--- config.mk ---
export PLATFORM = sky130hd
export DESIGN_NAME = cpu_core
export DESIGN_NICKNAME = d
export VERILOG_FILES = /design/src/design/cpu_pkg.sv /design/src/design/alu8.sv /design/src/design/bus_sequencer.sv /design/src/design/cpu_core.sv /design/src/design/exec_unit.sv /design/src/design/fetch_unit.sv
export SDC_FILE = /design/constraint.sdc
export NUM_CORES = 1
export LEC_CHECK = 0
export BUFFER_PORTS_ARGS = -buffer_cell sky130_fd_sc_hd__buf_2
export CAP_MARGIN = 10
export CELL_PAD_IN_SITES_DETAIL_PLACEMENT = 1
export CELL_PAD_IN_SITES_GLOBAL_PLACEMENT = 1
export CORE_MARGIN = 2
export CORE_UTILIZATION = 52
export CTS_BUF_LIST = sky130_fd_sc_hd__clkbuf_4 sky130_fd_sc_hd__clkbuf_8
export DETAILED_ROUTE_END_ITERATION = 10
export PLACE_DENSITY = 0.81
export RECOVER_POWER = 100
export SYNTH_ARGS = -nofsm -noshare
export SYNTH_HDL_FRONTEND = slang
export SYNTH_SLANG_ARGS = --single-unit
--- constraint.sdc ---
create_clock -name clock -period 5.5 [get_ports clock]
set_input_delay 0.825 -clock clock [delete_from_list [all_inputs] [get_ports clock]]
set_output_delay 0.825 -clock clock [all_outputs]
set_load 0.01 [all_outputs]
--- src/design/cpu_pkg.sv ---
`default_nettype none

package cpu_pkg;

    typedef logic [7:0]  byte_t;
    typedef logic [15:0] addr_t;

    // Register number as encoded in the opcode
    typedef logic [2:0] reg_idx_t;

    localparam reg_idx_t REG_B = 3'd0;
    localparam reg_idx_t REG_A = 3'd7;  // Accumulator

    // ALU operation, opcode bits 5:3
    typedef logic [2:0] alu_op_t;

    localparam alu_op_t ALU_ADD = 3'd0;
    localparam alu_op_t ALU_ADC = 3'd1;
    localparam alu_op_t ALU_SUB = 3'd2;
    localparam alu_op_t ALU_SBC = 3'd3;
    localparam alu_op_t ALU_AND = 3'd4;
    localparam alu_op_t ALU_XOR = 3'd5;
    localparam alu_op_t ALU_OR  = 3'd6;
    localparam alu_op_t ALU_CP  = 3'd7;

    // Opcode fields
    localparam logic [1:0] GRP_LD_N  = 2'b00;  // Bits 7:6
    localparam logic [1:0] GRP_ALU_R = 2'b10;
    localparam logic [1:0] GRP_ALU_N = 2'b11;
    localparam logic [2:0] FLD_IMM   = 3'b110;  // Bits 2:0 for immediate forms

    localparam byte_t OPC_HALT   = 8'h76;
    localparam byte_t OPC_ST_A16 = 8'hEA;

    typedef struct packed {
        logic z;
        logic n;
        logic h;
        logic c;
    } flags_t;

    typedef struct packed {
        logic load_inst;
        logic load_operand;
        logic load_addr;
        logic pc_inc;
    } fetch_ctrl_t;

    typedef struct packed {
        alu_op_t  op;
        reg_idx_t src;
        reg_idx_t dest;
        logic     use_operand;  // B input from operand buffer
        logic     alu_en;
        logic     load_en;
    } exec_ctrl_t;

    typedef enum logic [2:0] {
        FETCH,
        OPERAND,
        ADDR_HI,
        ADDR_LO,
        EXECUTE,
        WRITE,
        HALTED
    } seq_state_e;

endpackage

`default_nettype wire

--- src/design/alu8.sv ---
`timescale 1ns/1ns
`default_nettype none

module alu8
(
    input  wire cpu_pkg::byte_t   a,
    input  wire cpu_pkg::byte_t   b,
    input  wire cpu_pkg::alu_op_t op,
    input  wire logic             carry_in,
    output cpu_pkg::byte_t        result,
    output cpu_pkg::flags_t       flags_out
);
    import cpu_pkg::*;

    logic       sub_grp;
    logic       cin_eff;
    logic       cin_x;
    byte_t      b_x;
    logic [8:0] sum9;
    logic [4:0] nib5;
    logic       carry8;
    logic       half4;

    // Subtraction done as A + ~B + ~borrow
    assign sub_grp = (op == ALU_SUB) || (op == ALU_SBC) || (op == ALU_CP);
    assign cin_eff = ((op == ALU_ADC) || (op == ALU_SBC)) ? carry_in : 1'b0;
    assign b_x     = sub_grp ? ~b : b;
    assign cin_x   = sub_grp ? ~cin_eff : cin_eff;

    assign sum9 = {1'b0, a} + {1'b0, b_x} + {8'd0, cin_x};
    assign nib5 = {1'b0, a[3:0]} + {1'b0, b_x[3:0]} + {4'd0, cin_x};

    // Borrow is the inverted carry
    assign carry8 = sub_grp ? ~sum9[8] : sum9[8];
    assign half4  = sub_grp ? ~nib5[4] : nib5[4];

    always_comb
    begin
        result      = sum9[7:0];
        flags_out.n = 1'b0;
        flags_out.h = half4;
        flags_out.c = carry8;
        case (op)
            ALU_SUB, ALU_SBC, ALU_CP:
            begin
                flags_out.n = 1'b1;
            end
            ALU_AND:
            begin
                result      = a & b;
                flags_out.h = 1'b1;
                flags_out.c = 1'b0;
            end
            ALU_XOR:
            begin
                result      = a ^ b;
                flags_out.h = 1'b0;
                flags_out.c = 1'b0;
            end
            ALU_OR:
            begin
                result      = a | b;
                flags_out.h = 1'b0;
                flags_out.c = 1'b0;
            end
            default:
            begin
                result = sum9[7:0];  // ADD, ADC
            end
        endcase
        flags_out.z = (result == 8'd0);
    end

endmodule

`default_nettype wire

--- src/design/bus_sequencer.sv ---
`timescale 1ns/1ns
`default_nettype none

module bus_sequencer
(
    input  wire logic            clock,
    input  wire logic            arst_n,
    input  wire cpu_pkg::byte_t  inst,
    input  wire cpu_pkg::addr_t  pc,
    input  wire cpu_pkg::addr_t  addr_buf,
    input  wire cpu_pkg::byte_t  a_value,
    output cpu_pkg::fetch_ctrl_t fetch_ctrl,
    output cpu_pkg::exec_ctrl_t  exec_ctrl,
    output cpu_pkg::addr_t       db_address,
    output cpu_pkg::byte_t       db_wdata,
    output logic                 db_nread,
    output logic                 db_nwrite
);
    import cpu_pkg::*;

    seq_state_e state;
    seq_state_e state_next;
    logic       bus_active;  // Low until the first edge after reset

    logic is_alu_r;
    logic is_alu_n;
    logic is_ld_n;
    logic is_st;
    logic is_halt;
    logic fetching;
    logic reading;

    // Decode
    assign is_alu_r = (inst[7:6] == GRP_ALU_R) && (inst[2:0] != FLD_IMM);
    assign is_alu_n = (inst[7:6] == GRP_ALU_N) && (inst[2:0] == FLD_IMM);
    assign is_ld_n  = (inst[7:6] == GRP_LD_N) && (inst[2:0] == FLD_IMM)
                      && (inst[5:3] != FLD_IMM);
    assign is_st    = (inst == OPC_ST_A16);
    assign is_halt  = (inst == OPC_HALT);

    assign fetching = (state == FETCH) && bus_active;
    assign reading  = fetching || (state == OPERAND) || (state == ADDR_HI)
                      || (state == ADDR_LO);

    always_ff @(posedge clock or negedge arst_n)
    begin
        if (!arst_n)
        begin
            state      <= FETCH;
            bus_active <= 1'b0;
        end
        else
        begin
            state      <= state_next;
            bus_active <= 1'b1;
        end
    end

    always_comb
    begin
        state_next = state;
        case (state)
            FETCH:
            begin
                if (!bus_active)
                begin
                    state_next = FETCH;
                end
                else if (is_halt)
                begin
                    state_next = HALTED;
                end
                else if (is_alu_r)
                begin
                    state_next = EXECUTE;
                end
                else if (is_alu_n || is_ld_n)
                begin
                    state_next = OPERAND;
                end
                else if (is_st)
                begin
                    state_next = ADDR_HI;
                end
                else
                begin
                    state_next = FETCH;  // Unsupported opcode
                end
            end
            OPERAND: state_next = EXECUTE;
            ADDR_HI: state_next = ADDR_LO;
            ADDR_LO: state_next = WRITE;
            EXECUTE: state_next = FETCH;
            WRITE:   state_next = FETCH;
            default: state_next = HALTED;
        endcase
    end

    // Strobes to the fetch side
    assign fetch_ctrl.load_inst    = fetching;
    assign fetch_ctrl.load_operand = (state == OPERAND);
    assign fetch_ctrl.load_addr    = (state == ADDR_HI) || (state == ADDR_LO);
    assign fetch_ctrl.pc_inc       = reading;

    assign exec_ctrl.op          = inst[5:3];
    assign exec_ctrl.src         = inst[2:0];
    assign exec_ctrl.dest        = inst[5:3];
    assign exec_ctrl.use_operand = is_alu_n;
    assign exec_ctrl.alu_en      = (state == EXECUTE) && (is_alu_r || is_alu_n);
    assign exec_ctrl.load_en     = (state == EXECUTE) && is_ld_n;

    // Memory bus
    assign db_address = (state == WRITE) ? addr_buf : pc;
    assign db_wdata   = a_value;
    assign db_nread   = !reading;
    assign db_nwrite  = (state != WRITE);

endmodule

`default_nettype wire

--- src/design/cpu_core.sv ---
`timescale 1ns/1ns
`default_nettype none

module cpu_core
#(
    parameter cpu_pkg::addr_t reset_pc = 16'h0000
)
(
    input  wire logic           clock,
    input  wire logic           arst_n,
    input  wire cpu_pkg::byte_t db_rdata,
    output cpu_pkg::addr_t      db_address,
    output cpu_pkg::byte_t      db_wdata,
    output logic                db_nread,
    output logic                db_nwrite,
    output cpu_pkg::flags_t     flags
);
    import cpu_pkg::*;

    fetch_ctrl_t fetch_ctrl;
    exec_ctrl_t  exec_ctrl;
    byte_t       inst;
    byte_t       operand;
    addr_t       pc;
    addr_t       addr_buf;
    byte_t       a_value;

    fetch_unit #(
        .reset_pc (reset_pc)
    ) i_fetch_unit
    (
        .clock    (clock),
        .arst_n   (arst_n),
        .ctrl     (fetch_ctrl),
        .rdata    (db_rdata),
        .inst     (inst),
        .operand  (operand),
        .pc       (pc),
        .addr_buf (addr_buf)
    );

    exec_unit i_exec_unit
    (
        .clock   (clock),
        .arst_n  (arst_n),
        .ctrl    (exec_ctrl),
        .operand (operand),
        .a_value (a_value),
        .flags   (flags)
    );

    bus_sequencer i_bus_sequencer
    (
        .clock      (clock),
        .arst_n     (arst_n),
        .inst       (inst),
        .pc         (pc),
        .addr_buf   (addr_buf),
        .a_value    (a_value),
        .fetch_ctrl (fetch_ctrl),
        .exec_ctrl  (exec_ctrl),
        .db_address (db_address),
        .db_wdata   (db_wdata),
        .db_nread   (db_nread),
        .db_nwrite  (db_nwrite)
    );

endmodule

`default_nettype wire

--- src/design/exec_unit.sv ---
`timescale 1ns/1ns
`default_nettype none

module exec_unit
(
    input  wire logic                clock,
    input  wire logic                arst_n,
    input  wire cpu_pkg::exec_ctrl_t ctrl,
    input  wire cpu_pkg::byte_t      operand,
    output cpu_pkg::byte_t           a_value,
    output cpu_pkg::flags_t          flags
);
    import cpu_pkg::*;

    byte_t  regs [8];
    flags_t flag_q;

    byte_t  alu_b;
    byte_t  alu_result;
    flags_t alu_flags;

    // Second operand is either a register or the immediate byte
    assign alu_b = ctrl.use_operand ? operand : regs[ctrl.src];

    alu8 i_alu8
    (
        .a         (regs[REG_A]),
        .b         (alu_b),
        .op        (ctrl.op),
        .carry_in  (flag_q.c),
        .result    (alu_result),
        .flags_out (alu_flags)
    );

    always_ff @(posedge clock or negedge arst_n)
    begin
        if (!arst_n)
        begin
            for (int i = 0; i < 8; i++)
            begin
                regs[i] <= '0;
            end
            flag_q <= '0;
        end
        else
        begin
            if (ctrl.alu_en)
            begin
                // CP only compares
                if (ctrl.op != ALU_CP)
                begin
                    regs[REG_A] <= alu_result;
                end
                flag_q <= alu_flags;
            end
            else if (ctrl.load_en)
            begin
                regs[ctrl.dest] <= operand;
            end
        end
    end

    assign a_value = regs[REG_A];
    assign flags   = flag_q;

endmodule

`default_nettype wire

--- src/design/fetch_unit.sv ---
`timescale 1ns/1ns
`default_nettype none

module fetch_unit
#(
    parameter cpu_pkg::addr_t reset_pc = 16'h0000
)
(
    input  wire logic                 clock,
    input  wire logic                 arst_n,
    input  wire cpu_pkg::fetch_ctrl_t ctrl,
    input  wire cpu_pkg::byte_t       rdata,
    output cpu_pkg::byte_t            inst,
    output cpu_pkg::byte_t            operand,
    output cpu_pkg::addr_t            pc,
    output cpu_pkg::addr_t            addr_buf
);
    import cpu_pkg::*;

    addr_t pc_q;
    byte_t inst_q;
    byte_t operand_q;
    addr_t addr_q;

    always_ff @(posedge clock or negedge arst_n)
    begin
        if (!arst_n)
        begin
            pc_q      <= reset_pc;
            inst_q    <= '0;
            operand_q <= '0;
            addr_q    <= '0;
        end
        else
        begin
            if (ctrl.pc_inc)
            begin
                pc_q <= pc_q + 16'd1;
            end

            if (ctrl.load_inst)
            begin
                inst_q <= rdata;
            end

            if (ctrl.load_operand)
            begin
                operand_q <= rdata;
            end

            // First byte loaded ends up as the high half
            if (ctrl.load_addr)
            begin
                addr_q <= {addr_q[7:0], rdata};
            end
        end
    end

    // Opcode straight from the bus while it is being fetched
    assign inst = ctrl.load_inst ? rdata : inst_q;

    assign operand  = operand_q;
    assign pc       = pc_q;
    assign addr_buf = addr_q;

endmodule

`default_nettype wire

# Word-level counts from Yosys, hierarchy flattened
# Index checks and enable logic that the tools add are counted.
# totals
reg_bits	120
in_bits	10
output_inout_bits	30
word_cells	111
# op_classes
n_addsub	5
n_lt_le_gt_ge	3
eq_ne	22
mux	26
n_bitwise	10
reduce_logical	27
# ops
op	count
2-to-1 mux 8 bit	9
bitwise mux 64 bit	1
binary-select mux 8 bit (select 3 bit)	1
demux 8 bit (select 3 bit)	1
one-hot mux 8 bit (3 select lines)	1
equality test 3 bit, second input constant	7
adder 16 x 1 -> 16 bit, second input constant	1
2-to-1 mux 16 bit	1
one-hot mux 3 bit (5 select lines)	1
equality test 3 x 2 -> 1 bit, second input constant	4
2-to-1 mux 3 bit	4
!= test 3 bit, second input constant	4
adder 8 x 8 -> 9 bit	1
adder 9 x 1 -> 9 bit	1
logical OR 1 bit	9
AND 8 bit	1
equality test 8 x 7 -> 1 bit, second input constant	1
equality test 8 bit, second input constant	1
greater-or-equal comparator 4 bit, second input constant	2
logical AND 1 bit	8
logical NOT 8 bit	1
NOT 3 -> 4 bit	2
NOT 8 bit	1
OR 8 bit	1
other kinds (18)	29

# Depth between registers and ports, before layout
# Gate-level depths: netlist of the first run.
# depth
ltp_word	15
ltp_mapped	20
depth_no_buf	17

# Hierarchy
# A second synthesis of the first run with hierarchy kept.
# unflattened
cells_unflattened	605
hier_area_um2	7123.1
# modules_own_cells
mod	instances	cells_per_inst	area_each_um2	seq_area_each_um2
exec_unit	1	264	3419.5	1701.6
fetch_unit	1	123	1881.8	1201.2
alu8	1	144	1146.1	0.0
bus_sequencer	1	74	675.6	100.1

# Worst setup path after synthesis of the first run
# No wires, ideal clock.
# synth_timing
kind	register -> register
start	reg i_bus_sequencer.state[2]
end	reg i_exec_unit.regs (netlist bit i_exec_unit.a_value[6])
setup_ns	0.126
arrival_time_ns	4.557
required_time_ns	5.374
slack_ns	0.817
stages_incl_launch_ff	19
path_buffers	2
synth_period_minus_slack_ns	4.683
cell_sequence	dfrtp_1 buf_6 nor4b_4 mux2i_2 buf_6 mux4_2 o22ai_1 nor2_1 xnor2_1 fa_1 inv_1 fa_1 a21o_1 a21oi_1 o21ai_0 xor2_1 o21ai_0 nor2_1 a221o_1
# synth_via
elab_chain_cells	15
word_cells_on_any_way	57
classes_between	add/sub (2); order compare (2); eq/ne (15); mux (15); bitwise (7); reduce/logical (16)
# synth_rtl
item	line_no	source
from (decl)	bus_sequencer.sv:21	seq_state_e state;
from (signal assigned)	bus_sequencer.sv:54	state <= state_next;
logical NOT 3 bit	bus_sequencer.sv:41	assign fetching = (state == FETCH) && bus_active;
logical AND 1 bit	bus_sequencer.sv:41	
2-to-1 mux 8 bit	fetch_unit.sv:60	assign inst = ctrl.load_inst ? rdata : inst_q;
NOT 3 -> 4 bit (implied by the code)	exec_unit.sv:23	assign alu_b = ctrl.use_operand ? operand : regs[ctrl.src];
binary-select mux 8 bit (select 3 bit)	exec_unit.sv:23	
2-to-1 mux 8 bit (implied by the code) (2 in series)	exec_unit.sv:23	
2-to-1 mux 8 bit	exec_unit.sv:23	
NOT 8 bit	alu8.sv:27	assign b_x = sub_grp ? ~b : b;
2-to-1 mux 8 bit	alu8.sv:27	
adder 8 x 8 -> 9 bit	alu8.sv:30	assign sum9 = {1'b0, a} + {1'b0, b_x} + {8'd0, cin_x};
adder 9 x 1 -> 9 bit	alu8.sv:30	
one-hot mux 8 bit (3 select lines)	alu8.sv:43	case (op)
2-to-1 mux 8 bit	exec_unit.sv:50	if (ctrl.op != ALU_CP)
2-to-1 mux 8 bit	exec_unit.sv:47	if (ctrl.alu_en)
to (signal, indexed assignment)	exec_unit.sv:52	regs[REG_A] <= alu_result;
to (signal, indexed assignment)	exec_unit.sv:58	regs[ctrl.dest] <= operand;
to (decl)	exec_unit.sv:15	byte_t regs [8];
# Parallel ways exist; a longest one is shown, timed or not. The select of a mux whose other input is x is not followed.
# A chain may end at the register's enable or synchronous reset.

# Final worst setup path of the first run
# Ends and elaborated chain as after synthesis.

==> results of run 1 <==
[through the flow]
| stage | cell area, sq um | utilization [%] |
|---|---|---|
| after floorplan | 6570 | - |
| final | 7130 | 57.2 |
| after global routing | 7130 | 57.2 |
| after global placement | 6850 | 55.0 |
| after detailed placement | 6850 | 55.0 |
| after CTS | 7270 | 58.3 |
[report_power, final]
part / internal, mW / leakage (nW) / switching [mW]
combinational: 1.01 / 1.52 / 1.29
clock: 0.475 / 0.216 / 0.364
sequential: 1.14 / 1.59 / 0.354
[cell usage after synthesis (all sizes together) (12+ instances only)]
library cell | count | area share [%]
buf | 19 | 2.2
dfrtp | 120 | 46
ha | 25 | 4.8
inv | 26 | 1.5
mux2 | 92 | 16
mux2i | 14 | 2.5
mux4 | 16 | 5.5
nand2 | 24 | 1.5
nand3 | 12 | 0.99
nor2 | 37 | 2.7
xnor2 | 16 | 2.1
xor2 | 15 | 2.0
[worst register-to-register path, stage by stage, from the launching register on]
cell	delay, ns
dfrtp_1	0.48
nor4b_4	0.46
buf_4	0.30
mux2i_1	0.43
a211o_1	0.20
nand2b_1	0.29
nor2_1	0.07
nor2_1	0.22
xnor2_1	0.18
fa_1	0.22
inv_1	0.06
fa_1	0.40
a21o_1	0.18
a21oi_1	0.30
o21ai_0	0.20
xor2_1	0.17
o21ai_0	0.24
nor2_1	0.08
a221o_1	0.26
[metal layers]
layer,wire length [microns],up-vias,global-route usage [%]
li1,-,1958,-
met1,7620,2262,35.7
met3,637,29,6.59
met4,399,0,10.6
met2,8390,101,43.7
met5,0,-,0
[cell type report]
type / count / area [sq um]
Timing Repair Buffer: 46 / 203
Multi-Input combinational cell: 349 / 3190
Clock buffer: 20 / 269
Clock inverter: 12 / 149
Fill cell: 1332 / 5330
Inverter: 27 / 103
Tap cell: 172 / 215
Sequential cell: 120 / 3000
[kinds of logic (layout without fill, tap and decap cells)]
logic type	Yosys count	after routing	synth area share (%)
fa+ha+maj	27	27	5.37
simple gates	108	108	9.51
flops	120	120	45.7
compound gates	60	60	6.61
xor+xnor	31	31	4.13
mux	122	122	24.3
other cells	1	1	0.0571
buf+inv	57	105	4.34
[how the worst max path moves through the flow]
stage | depth (start not counted) | startpoint | end | slack (ns)
after floorplan | 18 | i_bus_sequencer.state[2] | i_exec_unit.a_value[6] | 0.82
final | 18 | i_bus_sequencer.state[2] | i_exec_unit.a_value[6] | 0.64
after global placement | 18 | i_bus_sequencer.state[2] | i_exec_unit.a_value[6] | 0.86
after global routing | 2 | arst_n | i_exec_unit.regs[43] | 0.13
after CTS | 18 | i_bus_sequencer.state[2] | i_exec_unit.a_value[6] | 0.61
after detailed placement | 18 | i_bus_sequencer.state[2] | i_exec_unit.a_value[6] | 0.64
[registers in the layout, indices dropped and copies added, names as in the netlist]
name	cells
i_bus_sequencer.state	3
i_fetch_unit.pc	16
i_exec_unit.a_value	8
i_fetch_unit.addr_buf	16
i_bus_sequencer.bus_active	1
i_fetch_unit.inst_q	8
i_exec_unit.regs	56
i_fetch_unit.operand	8
i_exec_unit.flags	4
==> metrics.md, run 1 <==
| Metric | Value |
|---|---|
| Antenna Cells | `0` |
| Power density normalized to cell area | `~650 mW/mm^2` |
| Critical-path cell with the highest stage delay | `dfrtp_1` |
| Worst slew margin | `-194%` |
| Global placer's final weighted congestion | `roughly 0.84` |
| Total power after layout | `4.63 mW` |
| Sort of element at the end of the critical path | `flip-flop` |
| Antenna violations before repair | `0` |
| Type of the setup path with the least slack | `flip-flop to flip-flop` |
| TritonCTS clock tree | `built` |
| Post-CTS sizing | `0` |
| Via count of the first global-routing pass | `roughly 4700` |
| Number of hold violations in the final report | `0` |
| CTS hold repair buffers | `0` |
| Share of flip-flops with an asynchronous set or reset | `100%` |
| 1st-pass router iterations | `4` |
| Violated checks | `capacitance limit, slew limit` |
| Area growth syn-to-layout | `8.59%` |
| Static leakage | `3.33 nW` |
| Post-CTS Setup Inserts | `0` |
| Final Routed Wirelength | `between 15000 and 20000 microns` |
| Mean instance size in the synthesized netlist | `around 12 sq um` |
| Most frequent cells in the layout | `dfrtp_1, mux2_2, nor2_1, clkbuf_1` |
| Worst hold margin | `between 0.3 and 0.4 ns` |
| Final worst clock skew | `around 0.011 ns` |
| Core Box Area | `0.0125 sq mm` |
| Result of the run | `finished with violations` |
| Setup slack at placement | `0.643 ns` |
| Total DRC errors in the routed layout | `0` |
| Wire length of the first global-routing pass | `about 27000 microns` |
| Post-Place Cells | `~710` |
| Via count | `about 4400` |
| Final-report setup violation count | `0` |
| Total gr overflow | `0` |
| Fin cells | `746` |
| Peak fanout along the critical path | `12` |
| Aggregate global-route resource usage | `27.1%` |
| Required time reported for the critical path endpoint | `just under 6 ns` |
| Final max-slew violation count | `82` |
| Fin Setup TNS | `0 ns` |
| Detail-routed via count per cell | `between 5 and 6` |
| Number of core rows | `41` |
| Setup repair after global routing missed its margin | `false` |
| Latest clock arrival within the worst-skew pair | `between 0.4 and 0.5 ns` |
| WL per Instance | `between 20 and 25 microns` |
| Number of standard cells after synthesis | `approximately 530` |
| Cell chosen for the clock root | `clkbuf_8` |
| RR Endpoint | `i_exec_unit.a_value[6]` |
| Number of synthesis warnings | `0` |
| Number of H-tree levels | `4` |
| Slew at the pin closest to its max-slew limit | `~4.4 ns` |
| Reg2Reg Setup Slack | `~0.64 ns` |
| Net count of the mapped netlist | `563` |
| Drt first-iter violations | `around 240` |
| Data arrival at the endpoint of the critical path | `between 5 and 6 ns` |
| Number of enable-type register cells in the synthesized netlist | `0` |
| Share of final-layout standard cells stronger than drive strength 1 | `between 20% and 30%` |
| Max-capacitance violation count | `1` |
| Number of distinct library cells after synthesis | `60` |
| Final worst-path setup slack | `0.643 ns` |
| Commonest non-fill, non-tap cell in the layout | `dfrtp_1` |
| Crit path max-delay family | `compound AO/OA/AOI/OAI gates` |
| CTS Sinks | `120` |
| Crit share post-route | `about nine tenths` |
| Die area | `0.0135 sq mm` |
| Final HPWL DP | `~12000 microns` |
| Die span in y | `between 100 and 150 microns` |
| Type of the tightest min-delay check | `flip-flop to flip-flop` |
| Largest vdd supply drop | `0.000268 V` |
| End point of the worst hold path | `i_exec_unit.regs[10]` |
| Flip-flop cell with the highest count after synthesis | `dfrtp_1` |
| Number of port buffers | `39` |
| Ordered cell list for the critical path | `nor4b_4 > buf_4 > mux2i_1 > a211o_1 > nand2b_1 > nor2_1 > nor2_1 > xnor2_1 > fa_1 > inv_1 > fa_1 > a21o_1 > a21oi_1 > o21ai_0 > xor2_1 > o21ai_0 > nor2_1 > a221o_1` |
| Post-synthesis sequential area ratio | `between 40% and 50%` |
| Post-CTS clock slew at the launch and capture registers of the worst setup and hold paths | `~0.070 ns` |
| CP dominant cell by count | `nor2_1` |
| I/O pin count | `40` |
| Tmin final | `about 4.9 ns` |
| Reg2reg start | `i_bus_sequencer.state[2]` |
| Highest clock rate | `0.206 GHz` |
| R2R depth | `18` |
| CP startpoint kind | `flip-flop` |
| CP Buf/Inv Count | `2` |
| Pin count of the biggest net entering global routing | `82` |
| CTS max path bufs | `2` |
| Width of the chip | `between 100 and 150 microns` |
| TritonCTS Buffers | `17` |
| #FFs+latches synth | `between 100 and 150` |
| Biggest cell delay along the critical path | `~0.48 ns` |
| Hold Crit Start | `i_exec_unit.regs[10]` |
| Netlist Area Pre-Place | `around 0.0066 sq mm` |
| Post-detailed-route count of antenna-violating nets | `0` |
| Effective utilization at floorplan | `52.7%` |
| Final #Nets | `~600` |
| Cells on Worst Hold Path | `0` |
Power figures use the tool's default switching activity.
==> run 2: changes to the inputs <==
--- a/config.mk
+++ b/config.mk
@@ -5,16 +5,18 @@
 export SDC_FILE = /design/constraint.sdc
 export NUM_CORES = 1
 export LEC_CHECK = 0
+export ABC_CLOCK_PERIOD_IN_PS = 5700
 export BUFFER_PORTS_ARGS = -buffer_cell sky130_fd_sc_hd__buf_2
 export CAP_MARGIN = 10
 export CELL_PAD_IN_SITES_DETAIL_PLACEMENT = 1
 export CELL_PAD_IN_SITES_GLOBAL_PLACEMENT = 1
 export CORE_MARGIN = 2
-export CORE_UTILIZATION = 52
+export CORE_UTILIZATION = 56
 export CTS_BUF_LIST = sky130_fd_sc_hd__clkbuf_4 sky130_fd_sc_hd__clkbuf_8
 export DETAILED_ROUTE_END_ITERATION = 10
-export PLACE_DENSITY = 0.81
+export PLACE_DENSITY = 0.87
 export RECOVER_POWER = 100
 export SYNTH_ARGS = -nofsm -noshare
 export SYNTH_HDL_FRONTEND = slang
+export SYNTH_HIERARCHICAL = 1
 export SYNTH_SLANG_ARGS = --single-unit
==> constraint.sdc (replaced) <==
create_clock -name clock -period 5.7 [get_ports clock]
set_input_delay 0.855 -clock clock [delete_from_list [all_inputs] [get_ports clock]]
set_output_delay 0.855 -clock clock [all_outputs]
set_load 0.01 [all_outputs]
==> run 2 against run 1 <==
The run still ends with capacitance limit, slew limit left. Power fell by 64%. Hold slack improved by 0.12 ns. Sequential cell count is the same. Sequential share of layout area fell by 2.2 points. Clock-buffer cell count unchanged. Via count rose by 13%. Die area increased by 0.69%. Critical endpoint is now i_exec_unit/a_value[6].
==> metrics.md, run 2 <==
| Metric | Value |
|---|---|
| #FFs+latches synth | `120 (unchanged)` |
| Biggest cell delay along the critical path | `0.51 ns (was 0.48 ns)` |
| I/O pin count | `40 (unchanged)` |
| Number of enable-type register cells in the synthesized netlist | `0 (unchanged)` |
| TritonCTS clock tree | `built (unchanged)` |
| CTS Sinks | `120 (unchanged)` |
| Number of synthesis warnings | `6 (was 0)` |
| Reg2reg start | `i_bus_sequencer/state[1] (was i_bus_sequencer.state[2])` |
| Number of core rows | `41 (unchanged)` |
| Final-report setup violation count | `0 (unchanged)` |
| Post-synthesis sequential area ratio | `42.2% (was 45.7%)` |
| Core Box Area | `0.0125 sq mm (about the same)` |
| Number of port buffers | `39 (unchanged)` |
| Number of distinct library cells after synthesis | `69 (was 60)` |
| Pin count of the biggest net entering global routing | `75 (was 82)` |
| Share of final-layout standard cells stronger than drive strength 1 | `27.6% (was 28.2%)` |
| Type of the setup path with the least slack | `flip-flop to flip-flop (unchanged)` |
| Reg2Reg Setup Slack | `0.51 ns (was 0.64 ns)` |
| Die area | `0.0136 sq mm (was 0.0135 sq mm)` |
| Aggregate global-route resource usage | `29.7% (was 27.1%)` |
| Total DRC errors in the routed layout | `0 (unchanged)` |
| Crit path max-delay family | `simple AND/OR/NAND/NOR gates (was compound AO/OA/AOI/OAI gates)` |
| CP dominant cell by count | `nand3_1 (was nor2_1)` |
| Setup repair after global routing missed its margin | `false (unchanged)` |
| Power density normalized to cell area | `225 mW/mm^2 (was 650 mW/mm^2)` |
| Width of the chip | `117 microns (was 116 microns)` |
| Data arrival at the endpoint of the critical path | `5.52 ns (was 5.20 ns)` |
| Crit share post-route | `91.1% (was 88.3%)` |
| Final HPWL DP | `12800 microns (was 12000 microns)` |
| Via count of the first global-routing pass | `5417 (was 4697)` |
| Static leakage | `3.65 nW (was 3.33 nW)` |
| Post-CTS clock slew at the launch and capture registers of the worst setup and hold paths | `0.08 ns (was 0.07 ns)` |
| Biggest area consumer among synthesized cells | `dfrtp_1 (unchanged)` |
| Fin Setup TNS | `0 ns (unchanged)` |
| Mean instance size in the synthesized netlist | `11.8 sq um (was 12.5 sq um)` |
| End of the critical path | `i_exec_unit/a_value[6] (was i_exec_unit.a_value[6])` |
| Slew at the pin closest to its max-slew limit | `4.10 ns (was 4.41 ns)` |
| Final Routed Wirelength | `18800 microns (was 17000 microns)` |
| Worst hold margin | `0.497 ns (was 0.374 ns)` |
| Ordered cell list for the critical path | `nor2_1 > nand3_1 > inv_1 > mux2_1 > nand3b_1 > nor2_1 > buf_4 > o31ai_1 > xnor2_1 > fa_1 > fa_1 > nand3_1 > a21boi_0 > o2111ai_1 > nand3_1 > nand2_1 > o21ai_0 > mux2_2 (was nor4b_4 > buf_4 > mux2i_1 > a211o_1 > nand2b_1 > nor2_1 > nor2_1 > xnor2_1 > fa_1 > inv_1 > fa_1 > a21o_1 > a21oi_1 > o21ai_0 > xor2_1 > o21ai_0 > nor2_1 > a221o_1)` |
| Post-synth top cells | `dfrtp_1, mux2_2, nand2_1, buf_4, inv_1 (was dfrtp_1, mux2_2, nor2_1, ha_1, inv_1)` |
| WL per Instance | `23.5 microns (was 22.9 microns)` |
| Sort of element at the end of the critical path | `flip-flop (unchanged)` |
| Area of all placed cells without fillers | `0.00752 sq mm (was 0.00713 sq mm)` |
| Final worst clock skew | `0.0128 ns (was 0.0110 ns)` |
| Result of the run | `finished with violations (unchanged)` |
| Worst slew margin | `-173% (was -194%)` |
| Share of the synthesized area in the top cell type | `42.2% (was 45.7%)` |
| Required time reported for the critical path endpoint | `6.02 ns (was 5.84 ns)` |
| Final core occ | `60.1% (was 57.2%)` |
| Critical-path cell with the highest stage delay | `mux2_1 (was dfrtp_1)` |
| Setup slack at placement | `0.576 ns (was 0.643 ns)` |
| Total gr overflow | `0 (unchanged)` |
| Die span in y | `117 microns (was 116 microns)` |
| CP Buf/Inv Count | `2 (unchanged)` |
| Net count of the mapped netlist | `641 (was 563)` |
| Area growth syn-to-layout | `5.55% (was 8.59%)` |
| Final #Nets | `654 (was 598)` |
| Type of the tightest min-delay check | `flip-flop to flip-flop (unchanged)` |
| Effective utilization at floorplan | `56.9% (was 52.7%)` |
| Latest clock arrival within the worst-skew pair | `0.44 ns (was 0.46 ns)` |
| Flip-flop cell with the highest count after synthesis | `dfrtp_1 (unchanged)` |
| Share of flip-flops with an asynchronous set or reset | `100% (unchanged)` |
| RR Endpoint | `i_exec_unit/a_value[6] (was i_exec_unit.a_value[6])` |
| Cell chosen for the clock root | `clkbuf_8 (unchanged)` |
| Antenna Cells | `0 (unchanged)` |
| Via count | `4896 (was 4350)` |
| Most repeated cell in the gate-level netlist after synthesis | `dfrtp_1 (unchanged)` |
| Post-place instance area | `0.00724 sq mm (was 0.00685 sq mm)` |
| Commonest non-fill, non-tap cell in the layout | `dfrtp_1 (unchanged)` |
| CTS max path bufs | `2 (unchanged)` |
| Number of standard cells after synthesis | `605 (was 526)` |
| Post-CTS Setup Inserts | `0 (unchanged)` |
| Most frequent cells in the layout | `dfrtp_1, mux2_2, nand2_1, mux2_1, inv_1 (was dfrtp_1, mux2_2, nor2_1, clkbuf_1)` |
| Drt first-iter violations | `376 (was 243)` |
| Top reg by flops | `i_exec_unit/regs (was i_exec_unit.regs)` |
| 1st-pass router iterations | `4 (unchanged)` |
| Violated checks | `capacitance limit, slew limit (unchanged)` |
| Netlist Area Pre-Place | `0.00712 sq mm (was 0.00657 sq mm)` |
| Antenna violations before repair | `0 (unchanged)` |
| CP startpoint kind | `flip-flop (unchanged)` |
| Detail-routed via count per cell | `6.10 (was 5.83)` |
| Main area contributors after synthesis | `dfrtp_1, mux2_2, ha_1 (was dfrtp_1, mux2_2, mux4_2)` |
| Number of H-tree levels | `4 (unchanged)` |
| Max-capacitance violation count | `1 (unchanged)` |
| Peak fanout along the critical path | `16 (was 12)` |
| Highest clock rate | `0.193 GHz (was 0.206 GHz)` |
| Final max-slew violation count | `75 (was 82)` |
| Largest vdd supply drop | `0.000145 V (was 0.000268 V)` |
| Worst setup path startpoint | `i_bus_sequencer/state[1] (was i_bus_sequencer.state[2])` |
| Wire length of the first global-routing pass | `30100 microns (was 26800 microns)` |
| Number of flip-flops in the largest register | `56 (unchanged)` |
| Cell count along the critical path | `18 (unchanged)` |
| TritonCTS Buffers | `17 (unchanged)` |
| Final worst-path setup slack | `0.507 ns (was 0.643 ns)` |
| Post-detailed-route count of antenna-violating nets | `0 (unchanged)` |
| Cells on Worst Hold Path | `1 (was 0)` |
| Tmin final | `5.19 ns (was 4.86 ns)` |
| Global placer's final weighted congestion | `0.853 (was 0.840)` |
| R2R depth | `18 (unchanged)` |
| Number of hold violations in the final report | `0 (unchanged)` |
-- run 2: stage by stage --
step | std cells | total power, mW
3_5_place_dp | 771 | 0.892
5_1_grt | 802 | 1.75
2_1_floorplan | 605 | 0.868
3_3_place_gp | 771 | 0.891
6_report | 802 | 1.69
4_1_cts | 802 | 1.71
-- run 2: power breakdown --
part | total (mW) | internal [mW] | switching, mW | leakage [nW]
clock | 0.816 | 0.464 | 0.352 | 0.203
sequential | 0.852 | 0.852 | 0.000407 | 1.66
combinational | 0.0226 | 0.00244 | 0.0202 | 1.78
-- run 2: how the worst min path moves through the flow --
stage / startpoint / end / slack (ns)
after floorplan: i_fetch_unit/pc[15] / i_fetch_unit/pc[15] / 0.44
after global placement: i_fetch_unit/pc[15] / i_fetch_unit/pc[15] / 0.46
after detailed placement: i_fetch_unit/pc[15] / i_fetch_unit/pc[15] / 0.49
after CTS: i_fetch_unit/pc[15] / i_fetch_unit/pc[15] / 0.51
after global routing: i_fetch_unit/addr_buf[12] / i_fetch_unit/addr_buf[12] / 0.52
final: i_fetch_unit/addr_buf[11] / i_fetch_unit/addr_buf[11] / 0.50
-- run 2: final cells by class --
type | count | area (sq um)
inverter | 26 | 97.6
clock inverter | 11 | 148
sequential | 120 | 3000
clock buffer | 20 | 275
tap | 172 | 215
fill | 1355 | 5000
timing repair buffer | 48 | 223
multi-input combinational | 405 | 3560
-- run 2: layer usage --
| layer | GRT usage, % | wire (microns) |
|---|---|---|
| met2 | 50.8 | 9820 |
| met5 | 0 | 0 |
| met3 | 6.13 | 726 |
| met4 | 12.1 | 541 |
| met1 | 36.9 | 7730 |
-- run 2: kinds of logic after synthesis --
family,Yosys count,share of synthesized area (%)
flops,120,42.2
other cells,1,0.0526
simple gates,118,9.89
mux,157,25.0
compound gates,77,8.40
fa+ha+maj,26,4.78
buf+inv,80,6.43
xor+xnor,26,3.30
-- run 2: what timing repair did --
item                                    4_1_cts  5_1_grt
hold buffers                                  0        0
endpoints found under the setup margin        0        2
hold endpoints to repair                      0        0
gates resized for setup                       0        1
